`config.mk`:
```
export PLATFORM = sky130hd
export DESIGN_NAME = zx_pager_top
export DESIGN_NICKNAME = d
export VERILOG_FILES = /design/src/source/zx_pkg.sv /design/src/source/pager_bank.sv /design/src/source/phys_map.sv /design/src/source/port_decode.sv /design/src/source/zx_pager_top.sv
export VERILOG_INCLUDE_DIRS = /design/src /design/src/source
export SDC_FILE = /design/constraint.sdc
export NUM_CORES = 1
export LEC_CHECK = 0
export BUFFER_PORTS_ARGS = -buffer_cell sky130_fd_sc_hd__buf_2
export CORE_AREA = 2 2 96 98
export DETAILED_ROUTE_END_ITERATION = 6
export DIE_AREA = 0 0 98 100
export PLACE_DENSITY = 0.69
export SYNTH_ARGS = -nofsm -noshare
export SYNTH_HDL_FRONTEND = slang
export SYNTH_HIERARCHICAL = 1
export SYNTH_SLANG_ARGS = --single-unit
```
`constraint.sdc`:
```
create_clock -name fclk -period 5.8 [get_ports fclk]
set_input_delay 1.16 -clock fclk [delete_from_list [all_inputs] [get_ports fclk]]
set_output_delay 1.16 -clock fclk [all_outputs]
set_load 0.01 [all_outputs]
```
`src/source/zx_params.svh`:
```
`ifndef ZX_PARAMS_SVH
`define ZX_PARAMS_SVH

// z80 side bus widths
`define ZX_ADDR_W 16
`define ZX_DATA_W 8

// 16K window offset and page numbers
`define ZX_OFS_W 14
`define ZX_PAGE_W 7
`define ZX_ROMPG_W 5

// physical address is page above offset
`define ZX_PHYS_W (`ZX_PAGE_W + `ZX_OFS_W)

`define ZX_BORDER_W 3

// low address bytes of the ATM pager ports
`define ZX_PORT_F7 8'hF7
`define ZX_PORT_77 8'h77

// fixed pentagon pages for the middle windows
`define ZX_PENT_WIN1_PAGE 5
`define ZX_PENT_WIN2_PAGE 2

`endif

```
`src/source/zx_pkg.sv`:
```
package zx_pkg;

	////////////////////////////////////////
	// decoded bus operation
	////////////////////////////////////////

	// one value per kind of strobe that survives decoding;
	// six kinds need three bits
	typedef enum logic [2:0]
	{
		req_none = 3'd0,
		req_mem  = 3'd1,
		req_7ffd = 3'd2,
		req_f7   = 3'd3,
		req_77   = 3'd4,
		req_fe   = 3'd5
	} req_kind_t;

	////////////////////////////////////////
	// memory window index
	////////////////////////////////////////

	// a15:a14 of the z80 address, four 16K windows
	typedef logic [1:0] win_t;

endpackage

```
`src/source/pager_bank.sv`:
```
`timescale 1ns/1ps
`include "zx_params.svh"

module pager_bank (
	input  logic                    fclk,
	input  logic                    rst_n,

	input  zx_pkg::req_kind_t       dec_kind,
	input  zx_pkg::win_t            dec_win,
	input  logic [`ZX_OFS_W-1:0]    dec_ofs,
	input  logic [`ZX_DATA_W-1:0]   dec_data,

	output logic                    ex_valid,
	output logic                    ex_rom,
	output logic [`ZX_PAGE_W-1:0]   ex_page,
	output logic [`ZX_OFS_W-1:0]    ex_ofs,

	output logic [`ZX_BORDER_W-1:0] border,
	output logic                    beep
);

	// 7FFD fields
	logic [2:0] bank_7ffd;
	logic       rom_sel;
	logic       lock_7ffd;

	// ATM window pagers
	logic [`ZX_PAGE_W-1:0] win_page [4];
	logic [3:0]            win_ram;
	logic                  pager_en;

	logic                  sel_rom;
	logic [`ZX_PAGE_W-1:0] sel_page;

	////////////////////////////////////////
	// port state
	////////////////////////////////////////

	always_ff @(posedge fclk or negedge rst_n)
	begin
		if (!rst_n)
		begin
			bank_7ffd <= '0;
			rom_sel   <= 1'b0;
			lock_7ffd <= 1'b0;
			pager_en  <= 1'b0;
			win_ram   <= '0;
			border    <= '0;
			beep      <= 1'b0;
			for (int i = 0; i < 4; i++)
				win_page[i] <= '0;
		end
		else
		begin
			case (dec_kind)
				zx_pkg::req_7ffd:
				begin
					// once locked only reset frees the port
					if (!lock_7ffd)
					begin
						bank_7ffd <= dec_data[2:0];
						rom_sel   <= dec_data[4];
						lock_7ffd <= dec_data[5];
					end
				end
				zx_pkg::req_f7:
				begin
					win_page[dec_win] <= dec_data[`ZX_PAGE_W-1:0];
					win_ram[dec_win]  <= dec_data[7];
				end
				zx_pkg::req_77:
					pager_en <= dec_data[0];
				zx_pkg::req_fe:
				begin
					border <= dec_data[`ZX_BORDER_W-1:0];
					beep   <= dec_data[4];
				end
				default:
				begin
				end
			endcase
		end
	end

	////////////////////////////////////////
	// page selection for a lookup
	////////////////////////////////////////

	always_comb
	begin
		if (pager_en)
		begin
			sel_page = win_page[dec_win];
			sel_rom  = ~win_ram[dec_win];
		end
		else
		begin
			// classic pentagon layout
			case (dec_win)
				2'd0:
				begin
					sel_page = `ZX_PAGE_W'(rom_sel);
					sel_rom  = 1'b1;
				end
				2'd1:
				begin
					sel_page = `ZX_PAGE_W'(`ZX_PENT_WIN1_PAGE);
					sel_rom  = 1'b0;
				end
				2'd2:
				begin
					sel_page = `ZX_PAGE_W'(`ZX_PENT_WIN2_PAGE);
					sel_rom  = 1'b0;
				end
				default:
				begin
					sel_page = `ZX_PAGE_W'(bank_7ffd);
					sel_rom  = 1'b0;
				end
			endcase
		end
	end

	always_ff @(posedge fclk or negedge rst_n)
	begin
		if (!rst_n)
			ex_valid <= 1'b0;
		else
			ex_valid <= (dec_kind == zx_pkg::req_mem);
	end

	always_ff @(posedge fclk)
	begin
		if (dec_kind == zx_pkg::req_mem)
		begin
			ex_rom  <= sel_rom;
			ex_page <= sel_page;
			ex_ofs  <= dec_ofs;
		end
	end

endmodule

```
`src/source/phys_map.sv`:
```
`timescale 1ns/1ps
`include "zx_params.svh"

module phys_map (
	input  logic                  fclk,
	input  logic                  rst_n,

	input  logic                  ex_valid,
	input  logic                  ex_rom,
	input  logic [`ZX_PAGE_W-1:0] ex_page,
	input  logic [`ZX_OFS_W-1:0]  ex_ofs,

	output logic                  phys_valid,
	output logic [`ZX_PHYS_W-1:0] phys_addr,
	output logic                  phys_rom
);

	logic [`ZX_PAGE_W-1:0]  rom_page;
	logic [`ZX_PAGE_W-1:0]  eff_page;
	logic [`ZX_PHYS_W-1:0]  addr_nxt;

	////////////////////////////////////////
	// address forming
	////////////////////////////////////////

	// rom chip only decodes the low page bits
	assign rom_page = {{(`ZX_PAGE_W-`ZX_ROMPG_W){1'b0}}, ex_page[`ZX_ROMPG_W-1:0]};

	assign eff_page = ex_rom ? rom_page : ex_page;

	assign addr_nxt = {eff_page, ex_ofs};

	////////////////////////////////////////
	// output registers
	////////////////////////////////////////

	always_ff @(posedge fclk or negedge rst_n)
	begin
		if (!rst_n)
			phys_valid <= 1'b0;
		else
			phys_valid <= ex_valid;
	end

	// hold the last result between lookups
	always_ff @(posedge fclk)
	begin
		if (ex_valid)
		begin
			phys_addr <= addr_nxt;
			phys_rom  <= ex_rom;
		end
	end

endmodule

```
`src/source/port_decode.sv`:
```
`timescale 1ns/1ps
`include "zx_params.svh"

module port_decode (
	input  logic                  fclk,
	input  logic                  rst_n,

	input  logic                  io_wr,
	input  logic                  mem_rd,
	input  logic [`ZX_ADDR_W-1:0] za,
	input  logic [`ZX_DATA_W-1:0] zd,

	output zx_pkg::req_kind_t     dec_kind,
	output zx_pkg::win_t          dec_win,
	output logic [`ZX_OFS_W-1:0]  dec_ofs,
	output logic [`ZX_DATA_W-1:0] dec_data
);

	logic [7:0] port_lo;

	logic is_fe;
	logic is_7ffd;
	logic is_f7;
	logic is_77;

	zx_pkg::req_kind_t kind_nxt;

	////////////////////////////////////////
	// port address matching
	////////////////////////////////////////

	assign port_lo = za[7:0];

	// FE is any even address
	assign is_fe = ~za[0];

	// partial pentagon decode: a0=1, a1=0, a15=0
	assign is_7ffd = za[0] & ~za[1] & ~za[`ZX_ADDR_W-1];

	// full low byte match, a1 is set for both so no overlap with 7FFD
	assign is_f7 = (port_lo == `ZX_PORT_F7);
	assign is_77 = (port_lo == `ZX_PORT_77);

	always_comb
	begin
		kind_nxt = zx_pkg::req_none;

		if (mem_rd)
		begin
			kind_nxt = zx_pkg::req_mem;
		end
		else if (io_wr)
		begin
			if (is_fe)
				kind_nxt = zx_pkg::req_fe;
			else if (is_7ffd)
				kind_nxt = zx_pkg::req_7ffd;
			else if (is_f7)
				kind_nxt = zx_pkg::req_f7;
			else if (is_77)
				kind_nxt = zx_pkg::req_77;
			// unmatched ports fall through as none
		end
	end

	////////////////////////////////////////
	// decode stage registers
	////////////////////////////////////////

	always_ff @(posedge fclk or negedge rst_n)
	begin
		if (!rst_n)
			dec_kind <= zx_pkg::req_none;
		else
			dec_kind <= kind_nxt;
	end

	// window is a15:a14 both for lookups and for F7 writes
	always_ff @(posedge fclk)
	begin
		if (io_wr || mem_rd)
		begin
			dec_win  <= za[`ZX_ADDR_W-1 -: 2];
			dec_ofs  <= za[`ZX_OFS_W-1:0];
			dec_data <= zd;
		end
	end

endmodule

```
`src/source/zx_pager_top.sv`:
```
`timescale 1ns/1ps
`include "zx_params.svh"

module zx_pager_top (
	input  logic                    fclk,
	input  logic                    rst_n,

	input  logic                    io_wr,
	input  logic                    mem_rd,
	input  logic [`ZX_ADDR_W-1:0]   za,
	input  logic [`ZX_DATA_W-1:0]   zd,

	output logic                    phys_valid,
	output logic [`ZX_PHYS_W-1:0]   phys_addr,
	output logic                    phys_rom,

	output logic [`ZX_BORDER_W-1:0] border,
	output logic                    beep
);

	// decode to pager
	zx_pkg::req_kind_t      dec_kind;
	zx_pkg::win_t           dec_win;
	logic [`ZX_OFS_W-1:0]   dec_ofs;
	logic [`ZX_DATA_W-1:0]  dec_data;

	// pager to address map
	logic                   ex_valid;
	logic                   ex_rom;
	logic [`ZX_PAGE_W-1:0]  ex_page;
	logic [`ZX_OFS_W-1:0]   ex_ofs;

	port_decode u_port_decode (
		.fclk     (fclk),
		.rst_n    (rst_n),
		.io_wr    (io_wr),
		.mem_rd   (mem_rd),
		.za       (za),
		.zd       (zd),
		.dec_kind (dec_kind),
		.dec_win  (dec_win),
		.dec_ofs  (dec_ofs),
		.dec_data (dec_data)
	);

	pager_bank u_pager_bank (
		.fclk     (fclk),
		.rst_n    (rst_n),
		.dec_kind (dec_kind),
		.dec_win  (dec_win),
		.dec_ofs  (dec_ofs),
		.dec_data (dec_data),
		.ex_valid (ex_valid),
		.ex_rom   (ex_rom),
		.ex_page  (ex_page),
		.ex_ofs   (ex_ofs),
		.border   (border),
		.beep     (beep)
	);

	phys_map u_phys_map (
		.fclk       (fclk),
		.rst_n      (rst_n),
		.ex_valid   (ex_valid),
		.ex_rom     (ex_rom),
		.ex_page    (ex_page),
		.ex_ofs     (ex_ofs),
		.phys_valid (phys_valid),
		.phys_addr  (phys_addr),
		.phys_rom   (phys_rom)
	);

endmodule

```
==> impl_metrics.json <==
{
  "status": "complete, no violations",
  "antenna_found_initial": 0,
  "synth_common_cells": "edfxtp_1 (68), dfrtp_1 (47), mux2_2 (33)",
  "place_ws_ns": 3.56,
  "max_slew_margin_pct": 29.0,
  "cts.htree.levels": 4,
  "final.setup_skew_ns": 0.00600,
  "grt_max_degree": 48,
  "synthFlopType": "edfxtp_1",
  "ys_seq_elements": 115,
  "placedCellCount": 381,
  "track_usage_pct": 16.1,
  "synth_compound_area_share_pct": 2.75,
  "clock_latency_ns": 0.50,
  "initial_core_util_pct": 47.6,
  "final_nets": 317,
  "drive_gt1_share_pct": 45.5,
  "dieArea_mm2": 0.00980,
  "grt_overflow": 0,
  "instances_no_fill": 412,
  "cp_data_arrival_time_ns": 2.61,
  "yosysMostFrequentCell": "edfxtp_1",
  "synth_seq_area_share_pct": 76.0,
  "critPathMaxFanout": 20,
  "gp_congestion": 0.755,
  "max_clock_freq_mhz": 448,
  "synth_edf_count": 68,
  "placed_area_mm2": 0.00462,
  "r2r_setup_slack_ns": 3.57,
  "syn_avg_cell_area_um2": 19.2,
  "port_buffers": 54,
  "synth_top_family_by_area": "multiplexers",
  "rows": 35,
  "vias_per_cell": 5.21,
  "ys_types": 41,
  "required_ns": 6.18,
  "synthSimpleGateAreaFrac_pct": 5.23,
  "yosysTopAreaCell": "edfxtp_1",
  "cts_tree": "yes",
  "n_antenna_cell": 0,
  "drc": 0,
  "r2r_end": "u_pager_bank/win_page[16]",
  "power_leakage_nw": 2.22,
  "hold_buffers": 0,
  "pin_count": 55,
  "fin_crit_sh_pct": 38.5,
  "syn_area_mm2": 0.00424,
  "endpoint_kind": "flop",
  "synth_top_cell_area_share_pct": 48.2,
  "hold_viol": 0,
  "cap_violations": 0,
  "grt_pass1_vias": 2216,
  "ant_nets": 0,
  "stdcell_area_mm2": 0.00516,
  "hp-start": "u_port_decode/dec_ofs[6]",
  "synth_warnings": 6,
  "drt_iter0_drc": 129,
  "design.core.area_mm2": 0.00889,
  "slew_viol_final": 0,
  "hp-class": "reg2reg",
  "grt_pass1_wl_um": 11600,
  "min_to": "u_pager_bank/ex_ofs[6]",
  "path_class": "reg2reg",
  "start_kind": "flop",
  "clock_path_buffers": 2,
  "clkSinkCount": 115,
  "numCtsBuffers": 17,
  "die-height_um": 100,
  "syn_nets": 249,
  "area_growth_syn_to_layout_pct": 21.8,
  "final_util_pct": 58.0,
  "cts_root_buffer": "clkbuf_8",
  "synthMuxAreaShare_pct": 14.7,
  "fin_hold_ws_ns": 0.415,
  "drtPass1Iterations": 5,
  "fin_crit_ns": 2.23,
  "power_density_mw_per_mm2": 400,
  "die_w_um": 98,
  "wirelength_um": 7060,
  "min_delay_path_depth": 0,
  "synthAdderAreaFrac_pct": 0,
  "rr_worst_depth": 3,
  "fin_ws_ns": 3.57,
  "synth_xor_xnor_area_share_pct": 0,
  "fin_setup_tns_ns": 0,
  "hpwl_um": 4280,
  "synthTopCellsByArea": "edfxtp_1 (48%), dfrtp_1 (28%), mux2_2 (8.8%)",
  "cts_setup_buffers": 0,
  "cts_resized": 0,
  "finalSetupViolations": 0,
  "worst_slew_pin_slew_ns": 1.07,
  "wl_per_cell_um": 17.1,
  "vias": 2146,
  "power_mw": 2.07,
  "cts.clk_slew.worst_paths_ns": 0.05,
  "fillCellCount": 680,
  "vdd_drop_max_uv": 216,
  "syn_inst": 221,
  "synthArstFlopShare_pct": 40.9,
  "worstReg2RegStart": "u_port_decode/dec_win[0]",
  "rsz0062_at_grt": "false"
}
-- power by group --
group	internal (mW)	switching, mW	leakage, nW	total (mW)
Sequential	0.964	0.0538	1.31	1.02
Combinational	0.0602	0.0565	0.646	0.117
Clock	0.599	0.331	0.262	0.931
-- cell type report --
class                           instances  area [um2]  share of cell area (%)
Inverter                                5        18.8                   0.364
Sequential cell                       115        3220                    62.4
Clock buffer                           19         422                    8.17
Tap cell                              111         139                    2.69
Multi-Input combinational cell         95         967                    18.7
Clock inverter                         12         116                    2.26
Timing Repair Buffer                   55         278                    5.38
-- worst max path at each step --
stage / cells after the start / endpoint / start
after floorplan: 1 / u_pager_bank/ex_ofs[0] / u_port_decode/dec_kind[0]
after global placement: 3 / u_pager_bank/win_page[19] / u_port_decode/dec_win[0]
after detailed placement: 3 / u_pager_bank/win_page[16] / u_port_decode/dec_win[0]
after CTS: 3 / u_pager_bank/win_page[15] / u_port_decode/dec_win[0]
after global routing: 3 / u_pager_bank/win_page[15] / u_port_decode/dec_win[0]
final: 3 / u_pager_bank/win_page[16] / u_port_decode/dec_win[0]
-- logic make-up after synthesis --
group,after synthesis
flip-flops,115
multiplexers,48
AND/OR/NAND/NOR,30
AO/OA/AOI/OAI,17
buffers and inverters,11
-- critical path, stage by stage, from the launching register on --
cell      delay [ns]
edfxtp_1        0.95
nand2_1         0.19
nor3_2          0.56
mux2_2          0.42
-- sequential cells by signal, summed over array words and instances, names as in the netlist, 2 cells and up --
| name | flops |
|---|---|
| u_pager_bank/bank_7ffd | 3 |
| u_phys_map/phys_addr | 21 |
| u_pager_bank/win_ram | 4 |
| u_pager_bank/ex_ofs | 14 |
| u_port_decode/dec_ofs | 14 |
| u_port_decode/dec_kind | 3 |
| u_port_decode/dec_win | 2 |
| u_port_decode/dec_data | 8 |
| u_pager_bank/win_page | 28 |
| u_pager_bank/border | 3 |
| u_pager_bank/ex_page | 7 |
-- layout by cell type, fill, tap and decap left out, drive strengths merged, types with 2 or more instances in the layout --
cell       n
edfxtp    68
buf       55
dfrtp     47
mux2      41
clkbuf    19
clkinv     8
nand2      7
mux4       5
and2       5
inv        5
o21ai      3
nor2b      3
a21oi      3
clkinvlp   2
bufinv     2
o22ai      2
mux2i      2
a31oi      2
a211oi     2
nor3b      2
nor3       2
-- metal layers --
layer	vias to the layer above	share of wire, %	routed length [um]	GRT usage, %
met5	-	0	0	0
met4	0	1.8	125	10.3
met3	8	4.2	294	4.67
met1	1091	43	3020	19.7
li1	984	-	-	-
met2	63	51	3620	25.3
No activity file was read; power rests on OpenSTA's default activity.
